===== src/rtl/core_pkg.sv =====
// core_pkg
// shared widths, CSR addresses, ALU and exception encodings, and the
// stage payload structs of the RV64 execution slice
`default_nettype none

package core_pkg;

  localparam int xlen       = 64;
  localparam int reg_addr_w = 5;
  localparam int csr_addr_w = 12;

  localparam logic [csr_addr_w-1:0] csr_mcycle   = 12'hb00;
  localparam logic [csr_addr_w-1:0] csr_minstret = 12'hb02;

  typedef enum logic [3:0] {
    alu_add,
    alu_sub,
    alu_slt,
    alu_sltu,
    alu_xor,
    alu_or,
    alu_and,
    alu_sll,
    alu_srl,
    alu_sra,
    alu_andn,
    alu_wri
  } alu_op_e;

  typedef enum logic [1:0] {
    excp_none,
    excp_illegal,
    excp_ecall,
    excp_ebreak
  } excp_e;

  typedef struct packed {
    logic [31:0]     inst;
    logic [xlen-1:0] pc;
  } if_id_t;

  // csr_addr is zero for anything that is not a CSR instruction
  typedef struct packed {
    logic [xlen-1:0]       pc;
    logic [xlen-1:0]       op1;
    logic [xlen-1:0]       op2;
    alu_op_e               alu_op;
    logic                  is_word;
    logic [reg_addr_w-1:0] rd;
    logic                  rd_wen;
    logic                  csr_wen;
    logic [csr_addr_w-1:0] csr_addr;
    logic [xlen-1:0]       csr_rdata;
    excp_e                 excp;
  } id_ex_t;

endpackage

`default_nettype wire


===== src/rtl/regfile.sv =====
// regfile
// 31 writable 64-bit integer registers, x0 hardwired to zero,
// two combinational read ports and one write port
`default_nettype none

module regfile
  import core_pkg::*;
(
  input  logic                  clk,
  input  logic                  rst,
  input  logic [reg_addr_w-1:0] rs1_addr,
  input  logic [reg_addr_w-1:0] rs2_addr,
  output logic [xlen-1:0]       rs1_data,
  output logic [xlen-1:0]       rs2_data,
  input  logic                  wen,
  input  logic [reg_addr_w-1:0] waddr,
  input  logic [xlen-1:0]       wdata
);

  localparam int nregs = 1 << reg_addr_w;

  logic [xlen-1:0] regs [1:nregs-1];

  always_ff @(posedge clk) begin
    if (rst) begin
      for (int i = 1; i < nregs; i++) begin
        regs[i] <= '0;
      end
    end else if (wen && waddr != '0) begin
      regs[waddr] <= wdata;
    end
  end

  // no bypass, a write shows up on the next cycle
  assign rs1_data = (rs1_addr == '0) ? '0 : regs[rs1_addr];
  assign rs2_data = (rs2_addr == '0) ? '0 : regs[rs2_addr];

endmodule

`default_nettype wire


===== config.mk =====
export PLATFORM = sky130hd
export DESIGN_NAME = regfile
export DESIGN_NICKNAME = d
export VERILOG_FILES = /design/src/rtl/core_pkg.sv /design/src/rtl/regfile.sv
export SDC_FILE = /design/constraint.sdc
export NUM_CORES = 2
export LEC_CHECK = 0
export BUFFER_PORTS_ARGS = -buffer_cell sky130_fd_sc_hd__buf_2
export CORE_MARGIN = 8
export CORE_UTILIZATION = 40
export CTS_CLUSTER_SIZE = 12
export DETAILED_ROUTE_END_ITERATION = 10
export HOLD_SLACK_MARGIN = 0.08
export PLACE_DENSITY = 0.54
export SLEW_MARGIN = 20
export SYNTH_ARGS = -nofsm -noshare
export SYNTH_HDL_FRONTEND = slang
export SYNTH_SLANG_ARGS = --single-unit

===== constraint.sdc =====
create_clock -name clk -period 2.25 [get_ports clk]
set_input_delay 0 -clock clk [delete_from_list [all_inputs] [get_ports clk]]
set_output_delay 0 -clock clk [all_outputs]
set_load 0.1 [all_outputs]

==> summary.md <==
| Metric | Value |
|---|---|
| Failing checks | negative setup slack |
| Top Ports | 210 |
| Die Area | 288000 sq um |
| Overall Power | 99.6 mW |
| Register area share after synthesis | 0.568 |
| Top cells by area, synth | edfxtp_1 57%, mux4_2 19%, and2_1 11% |
| Final hold viol count | 0 |
| Most used DFF post-synth | edfxtp_1 |
| Max-capacitance violation count | 0 |
| Core area | 270000 sq um |
| Biggest register | regs |
| Fin nets | 7508 |
| Rows | 191 |
| Crit Path Max Fanout | 2 |
| Data required time of the worst path | 2.25 ns |
| Tcrit/Tclk final | 1.33 |
| Placed Area | 121000 sq um |
| Worst vdd ir | 634 uV |
| Area leader, netlist | edfxtp_1 |
| Worst-Margin Slew | 1.30 ns |
| CTS clock-pin slew for the worst setup and hold paths | 0.06 ns |
| FF+latch count, synth | 2048 |
| Largest net degree at the start of global routing | 65 |
| Crit path capture type | primary output |
| Iter 0 DRT Violations | 11.0k |
| Synth Cell Area | 108000 sq um |
| CP Launch Type | flip-flop |
| Top cell type's share of synthesized area | 0.568 |
| Largest registers | regs (2048) |
| Pre-CTS worst setup slack | -0.950 ns |
| Pleak | 45.4 nW |
| GRT overflow | 0 |
| Avg WL per Cell | 40.0 um |
| Routability cong. | 0.851 |
| Commonest cells post-synth | 2048 x edfxtp_1, 1986 x and2_1, 906 x mux4_2 |
| Number of vias per cell | 6.44 |
| Asr flop ratio synth | 0 |
| Vias in the first global route | 71.2k |
| Total Wirelength | 448000 um |
| Finished Layout Cells | 11.2k |
| Die W | 536 um |
| CTS buffer count | 227 |
| CP max stage delay | 0.86 ns |
| Arrival time at the worst endpoint | 2.99 ns |
| CTS HTree Levels | 4 |
| First drt pass iteration count | 7 |
| Post-synth EDFFs | 2048 |
| Max-slew violations | 0 |
| Initial core utilization | 0.401 |
| Yosys cell types | 43 |
| Clock Tree Root | clkbuf_16 |
| Setup TNS | -48.27 ns |
| Area growth from synthesis to layout | 20.3% |
| Via count | 72.2k |
| Min Clock Period, post-route | 2.99 ns |
| Final core utilization | 0.482 |
| Hold slack | 0.162 ns |
| Port bufs | 209 |
| Most common cell in the netlist | edfxtp_1 |
| Drc violations | 0 |
| Clock buffer depth | 4 |
| Most used cell, CP | a2111oi_4 |
| Ys Warns | 0 |
| Post-route ant nets | 0 |
| Post-synthesis instance total | 7055 |
| CP cell instances | mux4_2 -> mux2i_2 -> nor2_2 -> a2111oi_4 -> a2111oi_4 -> buf_12 |
| Initial antenna violation count | 73 |
| Tightest Hold Check Type | in2reg |
| P per Cell Area | 765 nW/um^2 |
| WS Path Type | reg2out |
| Die Ht | 536 um |
| GRT Total Usage | 0.305 |
| Syn_area_per_cell | 15.3 sq um |
| First-pass GRT wire length | 608000 um |
| Layout cells sized above 1 | 0.326 |
| Number of flip-flops in the largest register | 2048 |
| Worst Hold Depth | 2 |
| Status | complete, but fails checks |
| HPWL after DPL | 258000 um |
| Post-route cell area | 130000 sq um |
| Slew HR | 0.130 |
| Final setup fails | 128 |
| Fmax | 334 MHz |
| CTS tree | built |
| Final worst slack | -0.745 ns |
| Inst Count DP | 10.7k |
| Critical path's slowest cell | a2111oi_4 |
| CTS sink count | 2048 |
| RSZ-0062 raised after global routing | yes |
## layer usage
metal	global-route usage	vias up	share of wire
li1	-	28000	-
met3	0.0680	1165	0.11
met2	0.477	5168	0.46
met5	0	-	0.00021
met4	0.157	16	0.059
met1	0.401	37900	0.37
## critical path: cells and delay by family, from the launching register on
kind	cells	cell delay (ns)
AO/OA/AOI/OAI	2	0.93
buffers and inverters	1	0.26
flip-flops	1	0.37
multiplexers	2	0.36
AND/OR/NAND/NOR	1	0.18
## power breakdown
group / total (mW) / internal [mW] / switching [mW]
Combinational: 18.0 / 7.13 / 10.9
Sequential: 45.1 / 44.1 / 1.06
Clock: 36.4 / 20.7 / 15.7
## repair_timing
| action | in CTS | in global routing |
|---|---|---|
| hold endpoints to repair | 2061 | 0 |
| pin swaps | 218 | 54 |
| resized for setup | 369 | 79 |
| hold buffers | 69 | 0 |
| buffers inserted | 7 | 13 |
| endpoints found under the setup margin | 128 | 128 |
## path summary, 6_finish.rpt
kind,from,end
max,regs[6][23]$_SDFFCE_PN0P_,rs1_data[23]
min,wdata[52],regs[0][52]$_DFFE_PP_
## layout make-up
| type | instances | area [sq um] |
|---|---|---|
| Fill cell | 22700 | 140000 |
| Clock buffer | 290 | 6000 |
| Inverter | 2 | 8.76 |
| Sequential cell | 2048 | 61500 |
| Timing Repair Buffer | 868 | 11100 |
| Antenna cell | 49 | 123 |
| Multi-Input combinational cell | 4279 | 46100 |
| Clock inverter | 108 | 963 |
| Tap cell | 3570 | 4470 |
## cells in the final DEF (no fill, tap or decap), drive strengths merged, types with 50 or more instances in the layout
cell type and n:
buf 798, a21oi 50, clkbuf 291, o221ai 55, a22oi 74, mux4 906
conb 64, dlygate4sd3 69, nor2 58, a221oi 57, clkinv 88, mux2i 365
and2 1986, mux2 120, nand2 109, o22ai 100, edfxtp 2048
## cell families (layout without fill, tap and decap cells)
| kind of cell | after synthesis | in the layout | synth area share |
|---|---|---|---|
| AO/OA/AOI/OAI | 540 | 540 | 0.0375 |
| buffers and inverters | 791 | 1268 | 0.0317 |
| flip-flops | 2048 | 2048 | 0.568 |
| multiplexers | 1391 | 1391 | 0.235 |
| other | 1 | 113 | 0.0000346 |
| AND/OR/NAND/NOR | 2284 | 2284 | 0.128 |
(Power assumes the default switching activity.)
