==> src/rtl/core_pkg.sv <==
// core_pkg
// shared widths, CSR addresses, ALU and exception encodings, and the
// stage payload structs of the RV64 execution slice
`default_nettype none

package core_pkg;

  localparam int xlen       = 64;
  localparam int reg_addr_w = 5;
  localparam int csr_addr_w = 12;

  localparam logic [csr_addr_w-1:0] csr_mcycle   = 12'hb00;
  localparam logic [csr_addr_w-1:0] csr_minstret = 12'hb02;

  typedef enum logic [3:0] {
    alu_add,
    alu_sub,
    alu_slt,
    alu_sltu,
    alu_xor,
    alu_or,
    alu_and,
    alu_sll,
    alu_srl,
    alu_sra,
    alu_andn,
    alu_wri
  } alu_op_e;

  typedef enum logic [1:0] {
    excp_none,
    excp_illegal,
    excp_ecall,
    excp_ebreak
  } excp_e;

  typedef struct packed {
    logic [31:0]     inst;
    logic [xlen-1:0] pc;
  } if_id_t;

  // csr_addr is zero for anything that is not a CSR instruction
  typedef struct packed {
    logic [xlen-1:0]       pc;
    logic [xlen-1:0]       op1;
    logic [xlen-1:0]       op2;
    alu_op_e               alu_op;
    logic                  is_word;
    logic [reg_addr_w-1:0] rd;
    logic                  rd_wen;
    logic                  csr_wen;
    logic [csr_addr_w-1:0] csr_addr;
    logic [xlen-1:0]       csr_rdata;
    excp_e                 excp;
  } id_ex_t;

endpackage

`default_nettype wire

==> src/rtl/csr_counters.sv <==
// csr_counters
// mcycle and minstret with one read port and one write port,
// a write takes priority over the increment in its cycle
`default_nettype none

module csr_counters
  import core_pkg::*;
(
  input  logic                  clk,
  input  logic                  rst,
  input  logic [csr_addr_w-1:0] raddr,
  output logic [xlen-1:0]       rdata,
  input  logic                  wen,
  input  logic [csr_addr_w-1:0] waddr,
  input  logic [xlen-1:0]       wdata,
  input  logic                  retire
);

  logic [xlen-1:0] mcycle;
  logic [xlen-1:0] minstret;

  always_ff @(posedge clk) begin
    if (rst) begin
      mcycle <= '0;
    end else if (wen && waddr == csr_mcycle) begin
      mcycle <= wdata;
    end else begin
      mcycle <= mcycle + 1'b1;
    end
  end

  // the instruction writing minstret does not count itself
  always_ff @(posedge clk) begin
    if (rst) begin
      minstret <= '0;
    end else if (wen && waddr == csr_minstret) begin
      minstret <= wdata;
    end else if (retire) begin
      minstret <= minstret + 1'b1;
    end
  end

  always_comb begin
    case (raddr)
      csr_mcycle:   rdata = mcycle;
      csr_minstret: rdata = minstret;
      default:      rdata = '0;
    endcase
  end

endmodule

`default_nettype wire

==> config.mk <==
export PLATFORM = sky130hd
export DESIGN_NAME = csr_counters
export DESIGN_NICKNAME = d
export VERILOG_FILES = /design/src/rtl/core_pkg.sv /design/src/rtl/csr_counters.sv
export SDC_FILE = /design/constraint.sdc
export NUM_CORES = 1
export LEC_CHECK = 0
export BUFFER_PORTS_ARGS = -buffer_cell sky130_fd_sc_hd__clkbuf_2
export CORE_MARGIN = 2
export CORE_UTILIZATION = 50
export CTS_CLUSTER_SIZE = 25
export DETAILED_ROUTE_END_ITERATION = 10
export PLACE_DENSITY = 0.79
export SLEW_MARGIN = 20
export SYNTH_ARGS = -nofsm -noshare
export SYNTH_HDL_FRONTEND = slang
export SYNTH_SLANG_ARGS = --single-unit
export TNS_END_PERCENT = 1
==> constraint.sdc <==
create_clock -name clk -period 2.6 [get_ports clk]
set_clock_uncertainty 0.1 [all_clocks]
set_input_delay 0.13 -clock clk [delete_from_list [all_inputs] [get_ports clk]]
set_output_delay 0.13 -clock clk [all_outputs]
set_load 0.01 [all_outputs]
==> impl_metrics.json <==
{
  "multi_input_area_um2": 5440,
  "syn_inst": 1063,
  "critPathLaunchType": "flip-flop",
  "period_needed_ns": 2.54,
  "reg2regPathDepth": 5,
  "grt.busiest_layer": "met2",
  "fp.coreArea_um2": 16400,
  "yosysSeqAreaShare_pct": 30.9,
  "slew_violations": 0,
  "yosys_most_used_dff": "dfxtp_1",
  "worstSetupPathType": "reg -> reg",
  "initial_core_util_pct": 50.6,
  "yosysTopAreaCellShare_pct": 30.9,
  "grt_use_met1_pct": 40.9,
  "grt_max_degree": 127,
  "design_area_um2": 10900,
  "worstSetupStartpoint": "mcycle[29]$_SDFF_PP0_",
  "avgSynthCellArea_um2": 7.80,
  "timing.rr.end": "mcycle[61]$_SDFF_PP0_",
  "max_stage_delay_ns": 0.57,
  "syn_area_um2": 8300,
  "grt_util_met2_pct": 53.6,
  "hold_slack_ns": 0.0434,
  "relSlewSlack_pct": 41.7,
  "tritoncts": "done",
  "post_route_cells_drive_above_1_share_pct": 21.0,
  "hold_class": "in -> reg",
  "synth_edf_count": 0,
  "cp-end-kind": "flip-flop",
  "min_from": "retire",
  "n_fill_cell": 1344,
  "final_util_pct": 66.2,
  "root_buffer": "clkbuf_16",
  "dp_hpwl_um": 19500,
  "min_period_over_period_pct": 97.7,
  "path_max_fanout": 5,
  "rsz0062_at_grt": "true",
  "placed_cells": 1435,
  "grt_pass1_wl_um": 45700,
  "dpl_cell_area_um2": 9660,
  "antenna_found_initial": 0,
  "ys_types": 48,
  "avgRoutedWirePerCell_um": 18.7,
  "ant_nets": 0,
  "synth.area.top_cells": "dfxtp_1 31%, nor2_1 9.0%, mux2i_1 7.8%",
  "htree_num_levels": 4,
  "area_delta_synth_final_pct": 31.0,
  "num_vias": 9709,
  "cts_inserted_buffers": 17,
  "power_per_cell_area_nw_per_um2": 403,
  "chipWidth_um": 133,
  "io_pins": 156,
  "finalPower_mw": 4.37,
  "arrival_ns": 2.78,
  "path_clk_slew_ns": 0.05,
  "slowest_stage": "or4_1",
  "die_h_um": 133,
  "cap_violations": 0,
  "synthTopCellsByCount": "200 x nor2_1, 128 x dfxtp_1, 74 x a211oi_1",
  "gp_congestion": 0.926,
  "crit_end": "mcycle[61]$_SDFF_PP0_",
  "nets": 1393,
  "vias_per_cell": 6.35,
  "async_reset_ff_share_pct": 0,
  "worstPathRequired_ns": 2.84,
  "syn_nets": 1157,
  "row_count": 47,
  "irDropWorstVdd_mv": 0.506,
  "drc": 0,
  "yosys_warnings": 0,
  "stdcell_count": 1528,
  "ys_seq_elements": 128,
  "clk_latency_ns": 0.43,
  "grt_pass1_vias": 8889,
  "use_met3_pct": 5.75,
  "max_freq_mhz": 394,
  "regArea_um2": 2560,
  "p_leak_nw": 3.95,
  "finalSetupViolCount": 0,
  "worst_pin_slew_ns": 0.875,
  "r2r_setup_slack_ns": 0.06,
  "routed_wl_um": 28600,
  "cts.sinks": 128,
  "dieArea_um2": 17600,
  "outcome": "completed",
  "synth.most_common_cell": "nor2_1",
  "crit_chain": "nand4_1 -> or4_4 -> or4_1 -> or3_1 -> a311oi_1",
  "drt_pass1_iterations": 6,
  "diodes": 0,
  "r2r-start": "mcycle[29]$_SDFF_PP0_",
  "yosys.area.top_type": "dfxtp_1",
  "io_buffers": 155,
  "drt_iter0_drc": 975,
  "track_usage_pct": 32.2,
  "cts_buffer_depth": 2,
  "overflow": 0,
  "hold_viol_final": 0
}
-- through the flow --
step | setup slack [ns] | setup TNS [ns]
finish | 0.0611 | 0
global route | -0.0557 | -0.131
CTS | 0.0446 | 0
detailed placement | 0.0547 | 0
global placement | 0.115 | 0
floorplan | 0.0862 | 0
-- logic make-up after synthesis --
logic type      after synthesis  share of synthesized area, %
buf+inv                      92                          4.30
fa+ha+maj                     2                         0.302
mux                          65                          7.84
xor+xnor                     68                          7.18
flops                       128                          30.9
simple gates                529                          33.2
compound gates              179                          16.3
-- state kept, by name, indices dropped and copies added (netlist names) --
signal / count
mcycle: 64
minstret: 64
-- worst min path at each step --
stage | endpoint | cells after the start
global placement | mcycle[1]$_SDFF_PP0_ | 3
floorplan | mcycle[1]$_SDFF_PP0_ | 2
finish | minstret[0]$_SDFFE_PP0P_ | 3
global route | minstret[0]$_SDFFE_PP0P_ | 3
detailed placement | mcycle[1]$_SDFF_PP0_ | 3
CTS | minstret[0]$_SDFFE_PP0P_ | 3
-- per-layer routing --
| metal | vias up | routed length (µm) |
|---|---|---|
| met5 | - | 0 |
| met4 | 0 | 1080 |
| met3 | 99 | 2460 |
| met2 | 538 | 13600 |
| met1 | 4571 | 11500 |
| li1 | 4501 | - |
-- timing repair --
action	CTS	global route
buffers inserted	0	1
gates resized for setup	0	12
endpoints found under the hold margin	123	0
setup endpoints to repair	0	23
hold buffers	64	0
-- power by group --
| part | internal [mW] | switching [mW] | total [mW] |
|---|---|---|---|
| clock network | 1.27 | 0.826 | 2.09 |
| registers | 1.97 | 0.0110 | 1.98 |
| logic | 0.156 | 0.141 | 0.297 |
| total | 3.40 | 0.978 | 4.37 |
-- cells in the final DEF, fill, tap and decap left out, types with 30 or more instances in the layout --
cell and count:
clkbuf_2 153, nand3_1 58, nand4_1 51, a211oi_1 74, mux2i_1 65, xor2_1 38, nor2_1 200, or3_1 30
dlygate4sd3_1 64, nand2_1 42, xnor2_1 30, buf_4 70, a311oi_1 47, dfxtp_1 128
-- cell type report --
type,instances,area share [%]
Multi-Input combinational cell,843,50.1
Sequential cell,128,23.6
Timing Repair Buffer,292,18.6
Clock buffer,27,4.54
Tap cell,220,2.53
Inverter,17,0.587
Clock inverter,1,0.0461
-- worst max-delay path, delay by kind of cell (launching register included) --
kind,cells,cell delay [ns]
DFF,1,0.39
and+or+nand+nor,4,1.72
AOI/OAI and AO/OA,1,0.25
(Power assumes the default switching activity.)
