--- src/rtl/core_pkg.sv ---
// core_pkg
// shared widths, CSR addresses, ALU and exception encodings, and the
// stage payload structs of the RV64 execution slice
`default_nettype none

package core_pkg;

  localparam int xlen       = 64;
  localparam int reg_addr_w = 5;
  localparam int csr_addr_w = 12;

  localparam logic [csr_addr_w-1:0] csr_mcycle   = 12'hb00;
  localparam logic [csr_addr_w-1:0] csr_minstret = 12'hb02;

  typedef enum logic [3:0] {
    alu_add,
    alu_sub,
    alu_slt,
    alu_sltu,
    alu_xor,
    alu_or,
    alu_and,
    alu_sll,
    alu_srl,
    alu_sra,
    alu_andn,
    alu_wri
  } alu_op_e;

  typedef enum logic [1:0] {
    excp_none,
    excp_illegal,
    excp_ecall,
    excp_ebreak
  } excp_e;

  typedef struct packed {
    logic [31:0]     inst;
    logic [xlen-1:0] pc;
  } if_id_t;

  // csr_addr is zero for anything that is not a CSR instruction
  typedef struct packed {
    logic [xlen-1:0]       pc;
    logic [xlen-1:0]       op1;
    logic [xlen-1:0]       op2;
    alu_op_e               alu_op;
    logic                  is_word;
    logic [reg_addr_w-1:0] rd;
    logic                  rd_wen;
    logic                  csr_wen;
    logic [csr_addr_w-1:0] csr_addr;
    logic [xlen-1:0]       csr_rdata;
    excp_e                 excp;
  } id_ex_t;

endpackage

`default_nettype wire

--- src/rtl/id_stage.sv ---
// id_stage
// RV64I arithmetic, lui/auipc, CSR and ecall/ebreak decode with operand
// selection and the read-after-write interlock against EX
`default_nettype none

module id_stage
  import core_pkg::*;
(
  input  logic [31:0]           inst,
  input  logic [xlen-1:0]       pc,
  input  logic [xlen-1:0]       rs1_data,
  input  logic [xlen-1:0]       rs2_data,
  output logic [reg_addr_w-1:0] rs1_addr,
  output logic [reg_addr_w-1:0] rs2_addr,
  output logic [csr_addr_w-1:0] csr_raddr,
  input  logic [xlen-1:0]       csr_rdata,
  input  logic                  ex_valid,
  input  logic [reg_addr_w-1:0] ex_rd,
  input  logic                  ex_rd_wen,
  output logic                  ready_go,
  output id_ex_t                id_ex
);

  logic [6:0]  opcode;
  logic [2:0]  func3;
  logic [5:0]  func6;
  logic [6:0]  func7;
  logic [4:0]  rs1;
  logic [4:0]  rs2;
  logic [11:0] imm_i;
  logic [19:0] imm_u;

  assign opcode = inst[6:0];
  assign func3  = inst[14:12];
  assign func6  = inst[31:26];
  assign func7  = inst[31:25];
  assign rs1    = inst[19:15];
  assign rs2    = inst[24:20];
  assign imm_i  = inst[31:20];
  assign imm_u  = inst[31:12];

  logic op_imm, op_imm_w, op_reg, op_reg_w, op_lui, op_auipc, op_sys;

  assign op_imm   = (opcode == 7'h13);
  assign op_imm_w = (opcode == 7'h1b);
  assign op_reg   = (opcode == 7'h33);
  assign op_reg_w = (opcode == 7'h3b);
  assign op_lui   = (opcode == 7'h37);
  assign op_auipc = (opcode == 7'h17);
  assign op_sys   = (opcode == 7'h73);

  logic imm_ok, imm_w_ok, reg_ok, reg_w_ok;
  logic is_ecall, is_ebreak, is_csr, csr_ok, legal;

  // shift forms constrain the upper function bits
  assign imm_ok   = op_imm && ((func3 == 3'd1) ? (func6 == 6'h00) :
                               (func3 == 3'd5) ? (func6 == 6'h00 || func6 == 6'h10) : 1'b1);
  assign imm_w_ok = op_imm_w && (func3 == 3'd0 || (func3 == 3'd1 && func7 == 7'h00) ||
                                 (func3 == 3'd5 && (func7 == 7'h00 || func7 == 7'h20)));
  assign reg_ok   = op_reg && (func7 == 7'h00 ||
                               (func7 == 7'h20 && (func3 == 3'd0 || func3 == 3'd5)));
  assign reg_w_ok = op_reg_w && (func3 == 3'd0 || func3 == 3'd1 || func3 == 3'd5) &&
                    (func7 == 7'h00 || (func7 == 7'h20 && func3 != 3'd1));

  assign is_ecall  = op_sys && (func3 == 3'd0) && (imm_i == 12'h000);
  assign is_ebreak = op_sys && (func3 == 3'd0) && (imm_i == 12'h001);
  assign is_csr    = op_sys && (func3[1:0] != 2'd0);
  assign csr_ok    = is_csr && (imm_i == csr_mcycle || imm_i == csr_minstret);

  assign legal = imm_ok || imm_w_ok || reg_ok || reg_w_ok || op_lui || op_auipc ||
                 is_ecall || is_ebreak || csr_ok;

  logic    uses_rs1, uses_rs2, raw_hazard;
  alu_op_e arith_op;

  assign uses_rs1 = op_imm || op_imm_w || op_reg || op_reg_w || (is_csr && !func3[2]);
  assign uses_rs2 = op_reg || op_reg_w;

  assign rs1_addr  = rs1;
  assign rs2_addr  = rs2;
  assign csr_raddr = imm_i;

  assign raw_hazard = ex_valid && ex_rd_wen && (ex_rd != '0) &&
                      ((uses_rs1 && ex_rd == rs1) || (uses_rs2 && ex_rd == rs2));
  // CSR reads wait for EX to drain so minstret and written values are current
  assign ready_go = !(raw_hazard || (is_csr && ex_valid));

  always_comb begin
    case (func3)
      3'd0:    arith_op = ((op_reg || op_reg_w) && inst[30]) ? alu_sub : alu_add;
      3'd1:    arith_op = alu_sll;
      3'd2:    arith_op = alu_slt;
      3'd3:    arith_op = alu_sltu;
      3'd4:    arith_op = alu_xor;
      3'd5:    arith_op = inst[30] ? alu_sra : alu_srl;
      3'd6:    arith_op = alu_or;
      default: arith_op = alu_and;
    endcase
  end

  always_comb begin
    id_ex           = '0;
    id_ex.pc        = pc;
    id_ex.rd        = inst[11:7];
    id_ex.is_word   = op_imm_w || op_reg_w;
    id_ex.csr_rdata = csr_rdata;
    id_ex.alu_op    = arith_op;

    if (op_imm_w || op_reg_w)
      id_ex.op1 = {32'b0, rs1_data[31:0]};
    else
      id_ex.op1 = rs1_data;

    if (op_reg)
      id_ex.op2 = rs2_data;
    else if (op_reg_w)
      id_ex.op2 = {32'b0, rs2_data[31:0]};
    else
      id_ex.op2 = {{(xlen-12){imm_i[11]}}, imm_i};

    if (op_lui || op_auipc) begin
      id_ex.op1    = op_auipc ? pc : '0;
      id_ex.op2    = {{(xlen-32){imm_u[19]}}, imm_u, 12'b0};
      id_ex.alu_op = alu_add;
    end

    if (is_csr) begin
      id_ex.op1 = csr_rdata;
      id_ex.op2 = func3[2] ? {{(xlen-5){1'b0}}, rs1} : rs1_data;
      case (func3[1:0])
        2'd1:    id_ex.alu_op = alu_wri;
        2'd2:    id_ex.alu_op = alu_or;
        default: id_ex.alu_op = alu_andn;
      endcase
    end

    if (is_ecall)
      id_ex.excp = excp_ecall;
    else if (is_ebreak)
      id_ex.excp = excp_ebreak;
    else if (!legal)
      id_ex.excp = excp_illegal;
    else
      id_ex.excp = excp_none;

    id_ex.rd_wen = legal && !is_ecall && !is_ebreak;
    // csrrs/csrrc with a zero source only read
    id_ex.csr_wen  = csr_ok && (func3[1:0] == 2'd1 || rs1 != 5'd0);
    id_ex.csr_addr = csr_ok ? imm_i : '0;
  end

endmodule

`default_nettype wire

--- config.mk ---
export PLATFORM = sky130hd
export DESIGN_NAME = id_stage
export DESIGN_NICKNAME = d
export VERILOG_FILES = /design/src/rtl/core_pkg.sv /design/src/rtl/id_stage.sv
export SDC_FILE = /design/constraint.sdc
export NUM_CORES = 1
export LEC_CHECK = 0
export BUFFER_PORTS_ARGS = -buffer_cell sky130_fd_sc_hd__buf_2
export CORE_AREA = 2 2 230 232
export DETAILED_ROUTE_END_ITERATION = 8
export DIE_AREA = 0 0 232 234
export PLACE_DENSITY_LB_ADDON = 0.25
export SLEW_MARGIN = 40
export SYNTH_ARGS = -nofsm -noshare
export SYNTH_HDL_FRONTEND = slang
export SYNTH_SLANG_ARGS = --single-unit
--- constraint.sdc ---
create_clock -name vclk -period 3
set_clock_uncertainty 0.05 [all_clocks]
set_input_delay 0.45 -clock vclk [all_inputs]
set_output_delay 0.45 -clock vclk [all_outputs]
set_load 0.05 [all_outputs]
==> results of run 1 <==
## what timing repair did
| action | in CTS | in global routing |
|---|---|---|
| buffers inserted | 1 | 0 |
| pin swaps | 3 | 1 |
| gates cloned | 0 | 1 |
| setup endpoints to repair | 14 | 27 |
| hold buffers | 0 | 0 |
| gates resized for setup | 7 | 27 |
## power groups by stage
stage	Sequential, W	Combinational, W	Clock (W)
final	0	0.00170	0.000000000115
after global routing	0	0.00179	0.0000000000446
after CTS	0	0.00171	0
after detailed placement	0	0.00171	0
after global placement	0	0.00171	0
after floorplan	0	0.00121	0
## cells by family (layout without fill, tap and decap cells)
| kind of cell | after synthesis | count (layout) | synth area share |
|---|---|---|---|
| other cells | 1 | 13 | 0.000861 |
| mux | 16 | 16 | 0.0368 |
| simple gates | 177 | 177 | 0.196 |
| buf+inv | 227 | 674 | 0.343 |
| xor+xnor | 10 | 10 | 0.0201 |
| compound gates | 283 | 283 | 0.388 |
| fa+ha+maj | 5 | 5 | 0.0144 |
## final timing paths
| check | end | slack, ns | cells after the start |
|---|---|---|---|
| setup / recovery | id_ex[0] | 0.05 | 7 |
| hold / removal | id_ex[80] | 0.85 | 0 |
## layout by cell type (no fill, tap or decap), drive strengths merged, types with 2 or more instances in the layout
cell      n
or4       4
or3b      2
nand4     3
nor4      2
inv       3
a221oi    2
a21oi    56
or3       4
buf     661
nor2      9
clkbuf   10
o41ai     2
o21ai   123
diode     5
nor2b     3
nand3    36
nand2b    3
a22oi    64
o22ai     7
conb      8
xnor2     4
a21o     20
nor3     10
mux2i    16
nand2    94
ha        5
nor3b     4
xor2      6
## per-stage QoR
| stage | total power (W) | cells | TNS (ns) |
|---|---|---|---|
| global route | 0.00179 | 1862 | -0.0849 |
| floorplan | 0.00121 | 726 | -1.36 |
| finish | 0.00170 | 1866 | 0 |
| detailed placement | 0.00171 | 1859 | -0.839 |
| global placement | 0.00171 | 1857 | -2.77 |
| CTS | 0.00171 | 1860 | 0 |
## area by class of cell
type / instances / area [um2]
Fill cell: 6069 / 44000
Timing Repair Buffer: 671 / 4080
Antenna cell: 5 / 12.5
Tap cell: 688 / 861
Inverter: 3 / 11.3
Multi-Input combinational cell: 499 / 3100
## critical path, delay by kind of cell
| kind | cells | cell delay (ns) |
|---|---|---|
| simple gates | 4 | 1.41 |
| compound gates | 1 | 0.31 |
| buf+inv | 2 | 0.27 |
## metal layers
metal	share of wire	routed length (um)	vias to the layer above
met1	0.44	15100	3286
met2	0.49	17000	317
li1	-	-	3340
met4	0.013	450	0
met5	0	0	-
met3	0.058	2020	16
==> impl_metrics.env, run 1 <==
export IMPL_run_status="completed"
export IMPL_ant_nets=0
export IMPL_synth_avg_cell_area_um2=6.05
export IMPL_drtIter0Drc=238
export IMPL_seqPwrFrac=0
export IMPL_yosysSeqAreaShare=0
export IMPL_gp_congestion=0.892
export IMPL_setup_ws_ns=0.0528
export IMPL_synth_area_top_cells="buf_4 28%, o21ai_0 12%, a22oi_1 11%"
export IMPL_layout_drive_gt1_share=0.616
export IMPL_hold_slack_ns=0.850
export IMPL_critPathKind="primary input to output port"
export IMPL_drc_errors=0
export IMPL_synth_top_area_frac=0.283
export IMPL_p_sw_frac=0.723
export IMPL_pwr_share_clk=0
export IMPL_top_usage_layer="met2"
export IMPL_tightest_slew_ns=0.653
export IMPL_crit_path_end_kind="output port"
export IMPL_antenna_found_initial=5
export IMPL_yosysUniqueCellTypes=50
export IMPL_hold_class="primary input to output port"
export IMPL_seqCellArea_um2=0
export IMPL_startpoint="inst[26]"
export IMPL_vias=6959
export IMPL_p_leak_nw=3.99
export IMPL_period_needed_ns=2.95
export IMPL_io_buffers=582
export IMPL_use_met3=0.0190
export IMPL_yosys_warnings=0
export IMPL_rsz0062_at_grt="true"
export IMPL_dieHeight_um=234
export IMPL_rows=84
export IMPL_power_density_nw_per_um2=212
export IMPL_core_area_um2=52000
export IMPL_utilization=0.155
export IMPL_cap_viol_max_count=0
export IMPL_relSlewSlack=0.560
export IMPL_cp_cell_sequence="buf_2 > or3_4 > or4_4 > or4_4 > o41ai_4 > nor3b_2 > buf_12"
export IMPL_fin_nets=1475
export IMPL_io_pins=600
export IMPL_n_clock_buffer=0
export IMPL_design_seq_count=0
export IMPL_crit_arrival_ns=2.45
export IMPL_wirelength_mm=34.6
export IMPL_die_area_um2=54300
export IMPL_grt_met2_usage=0.202
export IMPL_dpl_instance_area_um2=7910
export IMPL_grt_overflow=0
export IMPL_netlist_top_cells_count="164 x buf_4, 101 x o21ai_0, 93 x nand2_1, 64 x a22oi_1, 56 x a21oi_1"
export IMPL_initial_core_util=0.0837
export IMPL_crit_top_cell="or4_4"
export IMPL_synth_top_area_cell="buf_4"
export IMPL_p_int_w=0.000472
export IMPL_die_x_um=232
export IMPL_dr_pass1_iters=4
export IMPL_wl_per_cell_um=18.6
export IMPL_hpwl_mm=30.0
export IMPL_critPathMaxStageDelay_ns=0.46
export IMPL_holdCritStartpoint="inst[7]"
export IMPL_finalInstanceArea_um2=8060
export IMPL_grt_pass1_vias=6411
export IMPL_comb_power_share=1.000
export IMPL_max_clock_freq_ghz=0.339
export IMPL_grtUsageMet1=0.147
export IMPL_synthToLayoutAreaGrowth_pct=85.1
export IMPL_cp_slowest_cell="or4_4"
export IMPL_report_final_slew_viol_count=0
export IMPL_required_ns=2.50
export IMPL_grt_pass1_wl_mm=45.0
export IMPL_cp_max_fo=2
export IMPL_grt_use_total=0.114
export IMPL_hold_viol=0
export IMPL_setup_viol=0
export IMPL_preCtsSetupSlack_ns=-0.240
export IMPL_critPathLaunchType="primary input"
export IMPL_grt_max_degree=41
export IMPL_synth_area_um2=4350
export IMPL_vdd_drop_max_mv=0.0811
export IMPL_period_share=0.982
export IMPL_synth_most_common_cell="buf_4"
export IMPL_synthCells=719
export IMPL_netSwitchingPower_w=0.00123
export IMPL_vias_per_cell=3.73
Note: power is estimated with default switching activity, not from simulation.
==> run 2: changes to the inputs <==
==> constraint.sdc (replaced) <==
create_clock -name vclk -period 3
set_clock_uncertainty 0.05 [all_clocks]
set_input_delay 0.45 -clock vclk [all_inputs]
set_output_delay 0.45 -clock vclk [all_outputs]
set_load 0.005 [all_outputs]
==> impl_metrics.env, run 2 (same netlist as run 1, synthesis figures left out) <==
export IMPL_run_status="completed"
export IMPL_report_final_slew_viol_count=0
export IMPL_grt_pass1_wl_mm=43.8
export IMPL_period_needed_ns=2.98
export IMPL_power_density_nw_per_um2=114
export IMPL_die_x_um=232
export IMPL_dieHeight_um=234
export IMPL_vdd_drop_max_mv=0.0467
export IMPL_hold_viol=0
export IMPL_layout_common_cells="582 x buf_2, 100 x o21ai_0, 93 x nand2_1, 64 x a22oi_1, 56 x a21oi_1"
export IMPL_post_place_cells=1836
export IMPL_tns_ns=0
export IMPL_multiInputGateArea_um2=2930
export IMPL_layout_drive_gt1_share=0.578
export IMPL_antenna_found_initial=5
export IMPL_hold_buffers=0
export IMPL_io_buffers=582
export IMPL_rows=84
export IMPL_drc_errors=0
export IMPL_grt_pass1_vias=6238
export IMPL_crit_path_end_kind="output port"
export IMPL_wirelength_mm=33.0
export IMPL_relSlewSlack=0.615
export IMPL_cp_max_fo=28
export IMPL_hold_depth=0
export IMPL_critPathKind="primary input to output port"
export IMPL_max_clock_freq_ghz=0.335
export IMPL_tightest_slew_ns=0.572
export IMPL_setup_viol=0
export IMPL_vias=6798
export IMPL_die_area_um2=54300
export IMPL_wl_per_cell_um=17.9
export IMPL_required_ns=2.50
export IMPL_period_share=0.994
export IMPL_hpwl_mm=28.6
export IMPL_io_pins=600
export IMPL_final_cells=1839
export IMPL_vias_per_cell=3.70
export IMPL_gp_congestion=0.866
export IMPL_cap_viol_max_count=0
export IMPL_grt_overflow=0
export IMPL_p_leak_nw=3.66
export IMPL_hold_path_endpoint="id_ex[80]"
export IMPL_hold_slack_ns=0.850
export IMPL_ant_nets=0
export IMPL_n_clock_buffer=0
export IMPL_hold_class="primary input to output port"
export IMPL_fin_nets=1450
export IMPL_layout_commonest_cell="buf_2"
export IMPL_drtIter0Drc=259
export IMPL_holdCritStartpoint="inst[7]"
export IMPL_seqCellArea_um2=0
export IMPL_grt_max_degree=70
export IMPL_design_seq_count=0
export IMPL_core_area_um2=52000
export IMPL_crit_arrival_ns=2.48
export IMPL_critPathLaunchType="primary input"
export IMPL_fillers=6143
export IMPL_initial_core_util=0.0837
export IMPL_grt_use_total=0.109
export IMPL_synthToLayoutAreaGrowth_pct=68.1
export IMPL_dr_pass1_iters=5
[run 2: changes by cell type in the layout (fill, tap and decap cells not counted), moves of 9 or more]
| cell | change |
|---|---|
| clkbuf_4 | -9 |
| o21ai_0 | +84 |
| buf_2 | +31 |
| o21ai_2 | -30 |
| buf_4 | -22 |
| buf_12 | -21 |
| o21ai_1 | -54 |
[run 2: worst max path at each step]
stage,end,depth (start not counted),slack [ns],from
floorplan,id_ex[0],5,0.44,inst[27]
global placement,id_ex[0],7,-0.08,inst[27]
detailed placement,id_ex[0],7,-0.09,inst[27]
CTS,id_ex[0],7,0.03,inst[27]
global route,id_ex[0],10,-0.0004,inst[13]
finish,id_ex[117],8,0.02,inst[6]
[run 2: per-layer routing]
metal,wire (um),vias up,track usage
li1,-,3277,-
met1,14800,3157,0.149
met2,15700,343,0.188
met3,2280,17,0.0164
met4,205,4,0.00621
met5,24,-,0
[run 2: repair_timing]
action	4_1_cts	5_1_grt
hold endpoints to repair	0	0
gates cloned	0	0
gates resized for setup	2	4
pin swaps	0	1
setup endpoints to repair	2	3
setup buffers	0	0
[run 2: layout make-up]
cell class	count	area share
antenna	3	0.00103
inverter	3	0.00154
multi-input combinational	499	0.401
tap	688	0.118
timing repair buffer	646	0.479
[run 2: worst max-delay path, stage by stage]
cell	delay [ns]
buf_2	0.11
nand4b_2	0.22
or3b_2	0.58
buf_12	0.22
o21ai_0	0.49
a21oi_1	0.10
a21o_1	0.18
buf_2	0.12
[run 2: metrics by stage]
step                power, W   util  worst slack, ns  cell area [um2]
floorplan           0.000391      -            0.437             4380
global placement    0.000846  0.140          -0.0802             7270
detailed placement  0.000844  0.140          -0.0866             7280
CTS                 0.000848  0.140           0.0303             7290
global route        0.000919  0.141        -0.000437             7310
finish              0.000834  0.141           0.0168             7320
[run 2: report_power, final]
group             internal [W]  leakage, nW  switching [W]
combinational         0.000403         3.66       0.000430
clock          0.0000000000544    0.0000190              0
sequential                   0            0              0
